## config.mk

```make
export PLATFORM = sky130hd
export DESIGN_NAME = armController
export DESIGN_NICKNAME = d
export VERILOG_FILES = /design/src/armCtrlPkg.sv /design/src/ctrlBusIf.sv /design/src/decodeStage.sv /design/src/condCheck.sv /design/src/executeStage.sv /design/src/memWbStage.sv /design/src/armController.sv
export VERILOG_INCLUDE_DIRS = /design/src
export SDC_FILE = /design/constraint.sdc
export NUM_CORES = 1
export LEC_CHECK = 0
export ABC_AREA = 1
export BUFFER_PORTS_ARGS = -buffer_cell sky130_fd_sc_hd__buf_2
export CAP_MARGIN = 25
export CORE_ASPECT_RATIO = 0.7
export CORE_UTILIZATION = 51
export CTS_CLUSTER_DIAMETER = 60
export DETAILED_ROUTE_END_ITERATION = 6
export PLACE_DENSITY = 0.79
export SYNTH_ARGS = -nofsm -noshare
export SYNTH_HDL_FRONTEND = slang
export SYNTH_SLANG_ARGS = --single-unit
```

## constraint.sdc

```tcl
create_clock -name clk -period 1.8 [get_ports clk]
set_clock_uncertainty 0.15 [all_clocks]
set_input_delay 0.18 -clock clk [delete_from_list [all_inputs] [get_ports clk]]
set_output_delay 0.18 -clock clk [all_outputs]
set_load 0.03 [all_outputs]
```

## src/armCtrl_settings.svh

```systemverilog
`ifndef ARMCTRL_SETTINGS_SVH
`define ARMCTRL_SETTINGS_SVH

// ======================================================================
// Fixed ISA widths
// ======================================================================
`define INSTR_W 32   // Instruction word
`define FLAG_W  4    // NZCV
`define LANE_W  4    // Byte lanes per word
`define OFFS_W  2    // Byte offset inside a word

// Flag bit positions inside a flag word
`define FLAG_N 3
`define FLAG_Z 2
`define FLAG_C 1
`define FLAG_V 0

`endif

```

## src/armCtrlPkg.sv

```systemverilog
`default_nettype none

package armCtrlPkg;

  // Data-processing opcodes, ARM encoding order of bits 24:21
  typedef enum logic [3:0] {
    AND = 4'b0000,
    EOR = 4'b0001,
    SUB = 4'b0010,
    RSB = 4'b0011,
    ADD = 4'b0100,
    ADC = 4'b0101,
    SBC = 4'b0110,
    RSC = 4'b0111,
    TST = 4'b1000,   // Flags only
    TEQ = 4'b1001,   // Flags only
    CMP = 4'b1010,   // Flags only
    CMN = 4'b1011,   // Flags only
    ORR = 4'b1100,
    MOV = 4'b1101,
    BIC = 4'b1110,
    MVN = 4'b1111
  } aluOpT;

  // Top-level instruction class seen by decode
  typedef enum logic [2:0] {
    DP_REG = 3'd0,
    DP_IMM = 3'd1,
    LOAD   = 3'd2,
    STORE  = 3'd3,
    BRANCH = 3'd4,
    UNDEF  = 3'd5
  } instrClassT;

  // Condition field, bits 31:28
  typedef enum logic [3:0] {
    EQ, NE, CS, CC,
    MI, PL, VS, VC,
    HI, LS, GE, LT,
    GT, LE, AL,
    NV                 // Never executes here
  } condT;

endpackage

`default_nettype wire

```

## src/ctrlBusIf.sv

```systemverilog
`timescale 1ns/1ps
`default_nettype none

// One stage's worth of control bits
interface ctrlBusIf;
  logic                    regWrite;
  logic                    memWrite;
  logic                    memtoReg;   // Result from memory
  logic                    branch;
  logic                    aluSrc;     // Immediate operand B
  logic [1:0]              flagWrite;  // [1] NZ, [0] CV
  armCtrlPkg::aluOpT       aluControl;
  logic                    byteAccess; // LDRB / STRB
  armCtrlPkg::condT        cond;
  armCtrlPkg::instrClassT  instrClass;

  modport src(output regWrite, memWrite, memtoReg, branch, aluSrc,
              flagWrite, aluControl, byteAccess, cond, instrClass);

  modport snk(input  regWrite, memWrite, memtoReg, branch, aluSrc,
              flagWrite, aluControl, byteAccess, cond, instrClass);
endinterface

`default_nettype wire

```

## src/decodeStage.sv

```systemverilog
`timescale 1ns/1ps
`default_nettype none
`include "armCtrl_settings.svh"

module decodeStage (
  input  logic [`INSTR_W-1:0] instrD,
  output logic [1:0]          regSrcD,
  output logic [1:0]          immSrcD,
  ctrlBusIf.src               bus
);

  logic [9:0]             controls;   // regSrc, immSrc, aluSrc, memtoReg, regWrite, memWrite, branch, aluOp
  logic                   regWriteRaw;
  logic                   aluOpSel;   // Opcode comes from bits 24:21
  logic                   sBit;
  logic                   lBit;
  logic                   uBit;
  logic                   isCmp;      // TST TEQ CMP CMN
  logic                   isArith;    // Writes C and V too
  logic                   isMem;
  armCtrlPkg::aluOpT      dpOp;
  armCtrlPkg::instrClassT instrClass;

  assign sBit  = instrD[20];
  assign lBit  = instrD[20];          // Same bit, load/store meaning
  assign uBit  = instrD[23];          // Offset added when set
  assign dpOp  = armCtrlPkg::aluOpT'(instrD[24:21]);
  assign isCmp = (instrD[24:23] == 2'b10);

  // ======================================================================
  // Instruction class
  // ======================================================================
  always_comb begin
    case (instrD[27:25])
      3'b000:  instrClass = armCtrlPkg::DP_REG;
      3'b001:  instrClass = armCtrlPkg::DP_IMM;
      3'b010:  instrClass = lBit ? armCtrlPkg::LOAD : armCtrlPkg::STORE;
      3'b011:  instrClass = instrD[4] ? armCtrlPkg::UNDEF     // Media space
                          : (lBit ? armCtrlPkg::LOAD : armCtrlPkg::STORE);
      3'b101:  instrClass = armCtrlPkg::BRANCH;
      default: instrClass = armCtrlPkg::UNDEF;                 // LDM, coproc, SWI
    endcase
    // Compare without S is the MRS/MSR/BX space
    if ((instrD[27:26] == 2'b00) && isCmp && !sBit)
      instrClass = armCtrlPkg::UNDEF;
    // Multiply and halfword transfers not supported
    if ((instrD[27:25] == 3'b000) && instrD[7] && instrD[4])
      instrClass = armCtrlPkg::UNDEF;
  end

  assign isMem = (instrClass == armCtrlPkg::LOAD) || (instrClass == armCtrlPkg::STORE);

  // ======================================================================
  // Main control word
  // ======================================================================
  always_comb begin
    case (instrClass)
      armCtrlPkg::DP_REG: controls = 10'b00_00_0_0_1_0_0_1;
      armCtrlPkg::DP_IMM: controls = 10'b00_00_1_0_1_0_0_1;
      armCtrlPkg::LOAD:   controls = {4'b00_01, ~instrD[25], 5'b1_1_0_0_0};  // Imm offset when I=0
      armCtrlPkg::STORE:  controls = {4'b10_01, ~instrD[25], 5'b0_0_1_0_0};  // Rd read as data
      armCtrlPkg::BRANCH: controls = 10'b01_10_1_0_0_0_1_0;                 // PC + imm24
      default:            controls = 10'b0;                                 // No writes
    endcase
  end

  assign {regSrcD, immSrcD, bus.aluSrc, bus.memtoReg, regWriteRaw,
          bus.memWrite, bus.branch, aluOpSel} = controls;

  assign bus.regWrite = regWriteRaw & ~(aluOpSel & isCmp);  // Compares set flags only

  // ======================================================================
  // ALU opcode and flag-write pair
  // ======================================================================
  always_comb begin
    isArith = dpOp inside {armCtrlPkg::SUB, armCtrlPkg::RSB, armCtrlPkg::ADD,
                           armCtrlPkg::ADC, armCtrlPkg::SBC, armCtrlPkg::RSC,
                           armCtrlPkg::CMP, armCtrlPkg::CMN};
    if (isMem) begin
      bus.aluControl = uBit ? armCtrlPkg::ADD : armCtrlPkg::SUB;  // Base +/- offset
      bus.flagWrite  = 2'b00;
    end else if (aluOpSel) begin
      bus.aluControl = dpOp;
      bus.flagWrite  = sBit ? {1'b1, isArith} : 2'b00;           // Logical keeps CV
    end else begin
      bus.aluControl = armCtrlPkg::ADD;                           // Branch target add
      bus.flagWrite  = 2'b00;
    end
  end

  assign bus.byteAccess = isMem & instrD[22];
  assign bus.cond       = armCtrlPkg::condT'(instrD[31:28]);
  assign bus.instrClass = instrClass;

endmodule

`default_nettype wire

```

## src/condCheck.sv

```systemverilog
`timescale 1ns/1ps
`default_nettype none
`include "armCtrl_settings.svh"

module condCheck (
  input  armCtrlPkg::condT    cond,
  input  logic [`FLAG_W-1:0]  flags,      // Flags as seen in Execute
  input  logic [`FLAG_W-1:0]  aluFlags,
  input  logic [1:0]          flagWrite,
  output logic                condEx,
  output logic [`FLAG_W-1:0]  flagsNext
);

  logic n;
  logic z;
  logic c;
  logic v;

  assign n = flags[`FLAG_N];
  assign z = flags[`FLAG_Z];
  assign c = flags[`FLAG_C];
  assign v = flags[`FLAG_V];

  always_comb begin
    case (cond)
      armCtrlPkg::EQ: condEx = z;
      armCtrlPkg::NE: condEx = ~z;
      armCtrlPkg::CS: condEx = c;
      armCtrlPkg::CC: condEx = ~c;
      armCtrlPkg::MI: condEx = n;
      armCtrlPkg::PL: condEx = ~n;
      armCtrlPkg::VS: condEx = v;
      armCtrlPkg::VC: condEx = ~v;
      armCtrlPkg::HI: condEx = c & ~z;           // Unsigned higher
      armCtrlPkg::LS: condEx = ~c | z;
      armCtrlPkg::GE: condEx = (n == v);         // Signed compares
      armCtrlPkg::LT: condEx = (n != v);
      armCtrlPkg::GT: condEx = ~z & (n == v);
      armCtrlPkg::LE: condEx = z | (n != v);
      armCtrlPkg::AL: condEx = 1'b1;
      default:        condEx = 1'b0;             // NV
    endcase
  end

  // Merge ALU flags field by field
  always_comb begin
    flagsNext = flags;
    if (flagWrite[1]) begin
      flagsNext[`FLAG_N] = aluFlags[`FLAG_N];
      flagsNext[`FLAG_Z] = aluFlags[`FLAG_Z];
    end
    if (flagWrite[0]) begin
      flagsNext[`FLAG_C] = aluFlags[`FLAG_C];
      flagsNext[`FLAG_V] = aluFlags[`FLAG_V];
    end
  end

endmodule

`default_nettype wire

```

## src/executeStage.sv

```systemverilog
`timescale 1ns/1ps
`default_nettype none
`include "armCtrl_settings.svh"

module executeStage (
  input  logic                clk,
  input  logic                rstN,
  input  logic                stall,
  input  logic                flushE,
  ctrlBusIf.snk               decBus,
  input  logic [`FLAG_W-1:0]  aluFlagsE,
  input  logic [`OFFS_W-1:0]  aluResultLowE,   // Byte address bits
  input  logic [`FLAG_W-1:0]  flagsM,          // Nearest pending flags
  input  logic                setFlagsM,
  input  logic [`FLAG_W-1:0]  flagsW,          // Committed
  input  logic                setFlagsW,
  output armCtrlPkg::aluOpT   aluControlE,
  output logic                aluSrcE,
  output logic                branchTakenE,
  output logic                regWriteE,
  output logic                memWriteE,
  output logic                memtoRegE,
  output logic                pcSrcE,
  output logic                setFlagsE,
  output logic [`FLAG_W-1:0]  flagsNextE,
  output logic [`LANE_W-1:0]  byteMaskE
);

  logic                   regWriteRawE;
  logic                   memWriteRawE;
  logic                   branchRawE;
  logic [1:0]             flagWriteE;
  logic                   byteAccessE;
  armCtrlPkg::condT       condE;
  armCtrlPkg::instrClassT instrClassE;
  logic [`FLAG_W-1:0]     flagsE;
  logic                   condExE;

  // ======================================================================
  // Decode/Execute register
  // ======================================================================
  always_ff @(posedge clk) begin
    if (!rstN) begin
      regWriteRawE <= 1'b0;
      memWriteRawE <= 1'b0;
      memtoRegE    <= 1'b0;
      branchRawE   <= 1'b0;
      flagWriteE   <= 2'b00;
      instrClassE  <= armCtrlPkg::UNDEF;
      aluControlE  <= armCtrlPkg::AND;
      aluSrcE      <= 1'b0;
      byteAccessE  <= 1'b0;
      condE        <= armCtrlPkg::AL;
    end else if (!stall) begin                    // Stall wins over flush
      regWriteRawE <= decBus.regWrite & ~flushE;  // Bubble on flush
      memWriteRawE <= decBus.memWrite & ~flushE;
      memtoRegE    <= decBus.memtoReg & ~flushE;
      branchRawE   <= decBus.branch   & ~flushE;
      flagWriteE   <= flushE ? 2'b00 : decBus.flagWrite;
      instrClassE  <= flushE ? armCtrlPkg::UNDEF : decBus.instrClass;
      aluControlE  <= decBus.aluControl;
      aluSrcE      <= decBus.aluSrc;
      byteAccessE  <= decBus.byteAccess;
      condE        <= decBus.cond;
    end
  end

  // M pending first; flagsM already holds W pending when M sets none
  assign flagsE = (setFlagsM || setFlagsW) ? flagsM : flagsW;

  condCheck condCheck_inst (
    .cond      (condE),
    .flags     (flagsE),
    .aluFlags  (aluFlagsE),
    .flagWrite (flagWriteE),
    .condEx    (condExE),
    .flagsNext (flagsNextE)
  );

  // ======================================================================
  // Condition gating
  // ======================================================================
  assign regWriteE    = regWriteRawE & condExE;
  assign memWriteE    = memWriteRawE & condExE;
  assign branchTakenE = branchRawE   & condExE;
  assign pcSrcE       = branchTakenE;            // Only B redirects the PC here
  assign setFlagsE    = (flagWriteE != 2'b00) & condExE;

  // Store lanes, one-hot for STRB
  always_comb begin
    if ((instrClassE == armCtrlPkg::STORE) && memWriteE)
      byteMaskE = byteAccessE ? (`LANE_W'(1) << aluResultLowE) : {`LANE_W{1'b1}};
    else
      byteMaskE = '0;
  end

endmodule

`default_nettype wire

```

## src/memWbStage.sv

```systemverilog
`timescale 1ns/1ps
`default_nettype none
`include "armCtrl_settings.svh"

module memWbStage (
  input  logic                clk,
  input  logic                rstN,
  input  logic                stall,
  input  logic                regWriteE,
  input  logic                memWriteE,
  input  logic                memtoRegE,
  input  logic                pcSrcE,
  input  logic                setFlagsE,
  input  logic [`FLAG_W-1:0]  flagsNextE,
  input  logic [`LANE_W-1:0]  byteMaskE,
  output logic                memWriteM,
  output logic [`LANE_W-1:0]  byteMaskM,
  output logic                regWriteW,
  output logic                memtoRegW,
  output logic                pcSrcW,
  output logic [`FLAG_W-1:0]  flagsM,      // Pending flags for forwarding
  output logic                setFlagsM,
  output logic                setFlagsW,
  output logic [`FLAG_W-1:0]  flagsW       // Committed NZCV
);

  logic               regWriteM;
  logic               memtoRegM;
  logic               pcSrcM;
  logic [`FLAG_W-1:0] flagsNextM;
  logic [`FLAG_W-1:0] flagsNextW;

  // ======================================================================
  // Execute/Memory and Memory/Writeback registers
  // ======================================================================
  always_ff @(posedge clk) begin
    if (!rstN) begin
      regWriteM <= 1'b0;
      memWriteM <= 1'b0;
      memtoRegM <= 1'b0;
      pcSrcM    <= 1'b0;
      setFlagsM <= 1'b0;
      byteMaskM <= '0;
      regWriteW <= 1'b0;
      memtoRegW <= 1'b0;
      pcSrcW    <= 1'b0;
      setFlagsW <= 1'b0;
    end else if (!stall) begin
      regWriteM <= regWriteE;
      memWriteM <= memWriteE;
      memtoRegM <= memtoRegE;
      pcSrcM    <= pcSrcE;
      setFlagsM <= setFlagsE;
      byteMaskM <= byteMaskE;
      regWriteW <= regWriteM;
      memtoRegW <= memtoRegM;
      pcSrcW    <= pcSrcM;
      setFlagsW <= setFlagsM;
    end
  end

  // Flag payload rides along
  always_ff @(posedge clk) begin
    if (!stall) begin
      flagsNextM <= flagsNextE;
      flagsNextW <= flagsNextM;
    end
  end

  // Committed flags, loaded from the W bundle
  always_ff @(posedge clk) begin
    if (!rstN)
      flagsW <= '0;
    else if (!stall && setFlagsW)
      flagsW <= flagsNextW;
  end

  assign flagsM = setFlagsM ? flagsNextM : flagsNextW;  // Younger pending first

endmodule

`default_nettype wire

```

## src/armController.sv

```systemverilog
`timescale 1ns/1ps
`default_nettype none
`include "armCtrl_settings.svh"

module armController (
  input  logic                clk,
  input  logic                rstN,
  // Hazard unit
  input  logic                stall,
  input  logic                flushE,
  // Datapath in
  input  logic [`INSTR_W-1:0] instrD,
  input  logic [`FLAG_W-1:0]  aluFlagsE,
  input  logic [`OFFS_W-1:0]  aluResultLowE,
  // Datapath out
  output logic [1:0]          regSrcD,
  output logic [1:0]          immSrcD,
  output armCtrlPkg::aluOpT   aluControlE,
  output logic                aluSrcE,
  output logic                branchTakenE,
  output logic                memWriteM,
  output logic [`LANE_W-1:0]  byteMaskM,
  output logic                regWriteW,
  output logic                memtoRegW,
  output logic                pcSrcW,
  output logic [`FLAG_W-1:0]  flagsW
);

  logic               regWriteE;
  logic               memWriteE;
  logic               memtoRegE;
  logic               pcSrcE;
  logic               setFlagsE;
  logic [`FLAG_W-1:0] flagsNextE;
  logic [`LANE_W-1:0] byteMaskE;
  logic [`FLAG_W-1:0] flagsM;
  logic               setFlagsM;
  logic               setFlagsW;

  ctrlBusIf decBus();   // Decode bundle

  decodeStage decodeStage_inst (
    .instrD  (instrD),
    .regSrcD (regSrcD),
    .immSrcD (immSrcD),
    .bus     (decBus.src)
  );

  executeStage executeStage_inst (
    .clk           (clk),
    .rstN          (rstN),
    .stall         (stall),
    .flushE        (flushE),
    .decBus        (decBus.snk),
    .aluFlagsE     (aluFlagsE),
    .aluResultLowE (aluResultLowE),
    .flagsM        (flagsM),
    .setFlagsM     (setFlagsM),
    .flagsW        (flagsW),
    .setFlagsW     (setFlagsW),
    .aluControlE   (aluControlE),
    .aluSrcE       (aluSrcE),
    .branchTakenE  (branchTakenE),
    .regWriteE     (regWriteE),
    .memWriteE     (memWriteE),
    .memtoRegE     (memtoRegE),
    .pcSrcE        (pcSrcE),
    .setFlagsE     (setFlagsE),
    .flagsNextE    (flagsNextE),
    .byteMaskE     (byteMaskE)
  );

  memWbStage memWbStage_inst (
    .clk        (clk),
    .rstN       (rstN),
    .stall      (stall),
    .regWriteE  (regWriteE),
    .memWriteE  (memWriteE),
    .memtoRegE  (memtoRegE),
    .pcSrcE     (pcSrcE),
    .setFlagsE  (setFlagsE),
    .flagsNextE (flagsNextE),
    .byteMaskE  (byteMaskE),
    .memWriteM  (memWriteM),
    .byteMaskM  (byteMaskM),
    .regWriteW  (regWriteW),
    .memtoRegW  (memtoRegW),
    .pcSrcW     (pcSrcW),
    .flagsM     (flagsM),
    .setFlagsM  (setFlagsM),
    .setFlagsW  (setFlagsW),
    .flagsW     (flagsW)
  );

endmodule

`default_nettype wire

```

==> results.txt <==
- Status: complete, but fails checks
* Failing checks: setup timing
- Cell types occupying the most area after synthesis: dfxtp_1, nand2_1, edfxtp_1
- Slowest library cell on the worst path: dfxtp_4
- Wires add up to between 5000 and 6000 um.
- Register area: 968 um^2
- The detail route stage leaves a number of antenna-violating nets equal to 0.
- The share of the Yosys chip area taken by registers is between 40% and 50%.
- Cell occurring most often along the worst timing path: nand2_1
- Number of warnings printed during yosys synthesis: 0
- The synthesized design contains 44 register bits.
- The first global-routing pass estimated a little under 9000 um of wire.
- Once the floorplan was initialized, standard cells occupied 53.9% of the core.
- Clock Sinks: 44
- The longest clock path from root to sink contains 2 buffers.
- Maximum achievable frequency: 0.467 GHz
- Cell depth of the worst hold path: 4
- Total power after layout: roughly 2.1 mW
* Pins Over Slew Limit: 0
- In this run the worst setup path begins at memWbStage_inst.setFlagsM$_SDFFE_PN0N_.
- In the routed layout, each cell is associated on average with a via count of roughly 5.1.
* Initial antenna violation count: 0
- The congestion estimate from routability-driven global placement came to ~0.95.
- Clock tree synthesis inserted a total of 5 buffers.
* DR pass1 iterations: 4
- The floorplan has 19 rows.
* Worst-path cell chain: inv_4 -> nand2_1 -> nor2_4 -> nor2_4 -> nand2_2 -> nand3_2 -> nand2_1 -> nand2_1 -> nor2_2 -> nand2_4 -> nand2_4 -> inv_2 -> buf_6
- Buffers on Ports: 45
* Share of final-layout standard cells stronger than drive strength 1: between 20% and 30%
- Number of antenna repair diodes: 0
- Biggest cell delay along the critical path: between 0.3 and 0.4 ns
- IO Pins: 64
- Instance area after placement: around 2500 um^2
- Maximum number of pins on one net before global-route repair: 21
- Placed Cells: approximately 400
- The clock tree synthesis step divided the H-tree into 2 levels.
* Critical-path maximum fanout: 6
- Of all cell types, the one taking the most synthesized area is dfxtp_1.
- Proportion of register bits with asynchronous set or reset after synthesis: 0%
- Post-Place Worst Slack: -0.182 ns
* Part of the cycle the worst path needs: 119%
* Combined global-route utilization of all metal layers: 26.1%
- For this run, the post-layout net count is 411.
- Number of max-cap violations: 0
* Count of flip-flops with a built-in enable after synthesis: 8
- TritonCTS built the clock tree.
- Remaining global-route overflow: 0
- The worst setup path is captured at an output port.
* Final core occ: between 60% and 70%
- Power spread over the standard cell area amounts to 750 nW/um^2.
* Slew at the pin closest to its max-slew limit: between 0.5 and 0.6 ns
- Counting cells, the worst reg-to-reg path comes to 14.
- Start point of the worst min-delay path: flushE
* Synth-to-layout area growth: 29.8%
- Summing every instance area after synthesis gives 2140 um^2.
- The average instance in the mapped netlist occupies about 7 um^2.
- Most used flip-flop cell after synthesis: dfxtp_1
- In this run the biggest area consumer among cell types represents 33.7% of the synthesized area.
- Number of fill cells: around 350
* Final standard cell count with taps included and fillers excluded: 422
- DR vias: approximately 2100
* Area of the multi-input gates: about 1100 um^2
- After synthesis, the most frequently instantiated cells are nand2_1, nor2_1, dfxtp_1.
- Clock-pin slew reported for the worst setup and hold paths after clock tree synthesis: approximately 0.080 ns
- The die covers ~4500 um^2.
- The worst path in the final design needs a cycle of 2.14 ns, including I/O delays and setup.
- Final routed DRC violation total: 0
- Distinct cell type count of the synthesized netlist: 28
- Post-Syn Instances: just over 300
* Hold slack final: 0.0182 ns
* Worst min-delay path endpoint: executeStage_inst.memWriteRawE$_SDFFE_PN0N_
* Setup Total Neg Slack: -1.45 ns
- Static Leakage: ~1.3 nW
- RSZ-0062 raised after global routing: true
- Die span in x: 79.4 um
* Final number of setup-violating endpoints: 8
- Area inside the core boundary: 3970 um^2
- In this run the worst hold path is classified as input port to flop.
* Nature of the critical path startpoint: flop
- In this run the critical register-to-register path is captured at memWbStage_inst.setFlagsM$_SDFFE_PN0N_.
- From bottom edge to top edge, the die measures between 50 and 60 um.
* Most frequent cell after synthesis: nand2_1
- Final standard cell area without fillers: 2780 um^2
* Worst slew margin relative to its limit: 61.4%
- Critical Path AT: roughly 1.8 ns
- Number of global-route vias before repair: 1976
- Detail-routed net length per standard cell: approximately 13 um
- The first routing iteration left between 200 and 250 violations.
- When the netlist entered floorplanning its net count stood at between 300 and 400.
- R2R Setup Slk: -0.17 ns
- At the worst endpoint, the required time is between 1 and 1.5 ns.
* HPWL reported at the end of detailed placement: roughly 3700 um
* Root buffer selected by CTS: clkbuf_8
- Once routing completed, OpenROAD measured the worst setup slack at -0.343 ns.
- Startpoint of the worst register-to-register path: memWbStage_inst.setFlagsM$_SDFFE_PN0N_
- Total count of hold-check failures in the final report: 0
- The critical path is of the flop to output port type.
- Source-to-sink clock delay at the later pin of the worst-skew pair: 0.31 ns
* Maximum vdd ir drop: between 0.5 and 0.6 mV
## registers in the layout (all words and copies together), names as in the netlist, 2 cells and up
name / cells
memWbStage_inst.flagsNextW: 4
executeStage_inst.instrClassE: 3
executeStage_inst.flagWriteE: 2
memWbStage_inst.flagsW: 4
executeStage_inst.aluControlE: 4
executeStage_inst.condE: 4
memWbStage_inst.byteMaskM: 4
memWbStage_inst.flagsNextM: 4
## kinds of logic (layout without fill, tap and decap cells)
family / Yosys count / after routing / synth area share, %
flip-flops: 44 / 44 / 44.9
buffers and inverters: 50 / 115 / 9.71
AO/OA/AOI/OAI: 55 / 55 / 13.9
AND/OR/NAND/NOR: 156 / 156 / 31.4
## worst max-delay path by stage
stage / cells past startpoint / endpoint
6_report: 13 / branchTakenE
3_3_place_gp: 12 / branchTakenE
5_1_grt: 13 / branchTakenE
2_1_floorplan: 11 / branchTakenE
3_5_place_dp: 12 / branchTakenE
4_1_cts: 13 / branchTakenE
## cell type report
| cell class | count | area share (%) |
|---|---|---|
| Clock buffer | 6 | 2.61 |
| Clock inverter | 2 | 0.451 |
| Inverter | 37 | 5.09 |
| Multi-Input combinational cell | 211 | 38.4 |
| Sequential cell | 44 | 34.9 |
| Tap cell | 52 | 2.34 |
| Timing Repair Buffer | 70 | 16.2 |
## critical path, delay by kind of cell (launching register included)
kind / cells / cell delay (ns)
buffers and inverters: 3 / 0.23
flip-flops: 1 / 0.39
AND/OR/NAND/NOR: 10 / 0.88
## layout by cell type (no fill, tap or decap), drive strengths merged
cell type and count:
a21oi 26, nor4 1, nand3 27, clkbuf 6
nand2 76, clkinv 3, nor3 4, o21ai 22
a211oi 1, nand4 4, o221ai 1, o2111ai 1
dlygate4sd3 9, o211ai 3, o22ai 1, edfxtp 8
dfxtp 36, clkinvlp 1, nor2 44, buf 61
inv 35
## what timing repair did
item	in CTS	in global routing
hold buffers	9	0
buffers inserted	0	1
pin swaps	12	8
cloned	0	0
endpoints found under the hold margin	9	0
setup endpoints to repair	9	9
gates resized for setup	19	15
## per-layer routing
metal	global-route usage, %	share of wire [%]	up-vias	routed length (um)
met5	0	0	-	0
met4	13.0	2.7	0	144
met3	5.41	5.9	16	322
met2	40.9	44	66	2360
met1	34.2	48	946	2590
li1	-	-	1111	-
## where the power goes
part	switching [mW]	internal, mW	total, mW
Sequential	0.0311	1.05	1.08
Clock	0.349	0.272	0.621
Combinational	0.238	0.145	0.383
Total	0.619	1.46	2.08
(Power assumes the default switching activity.)
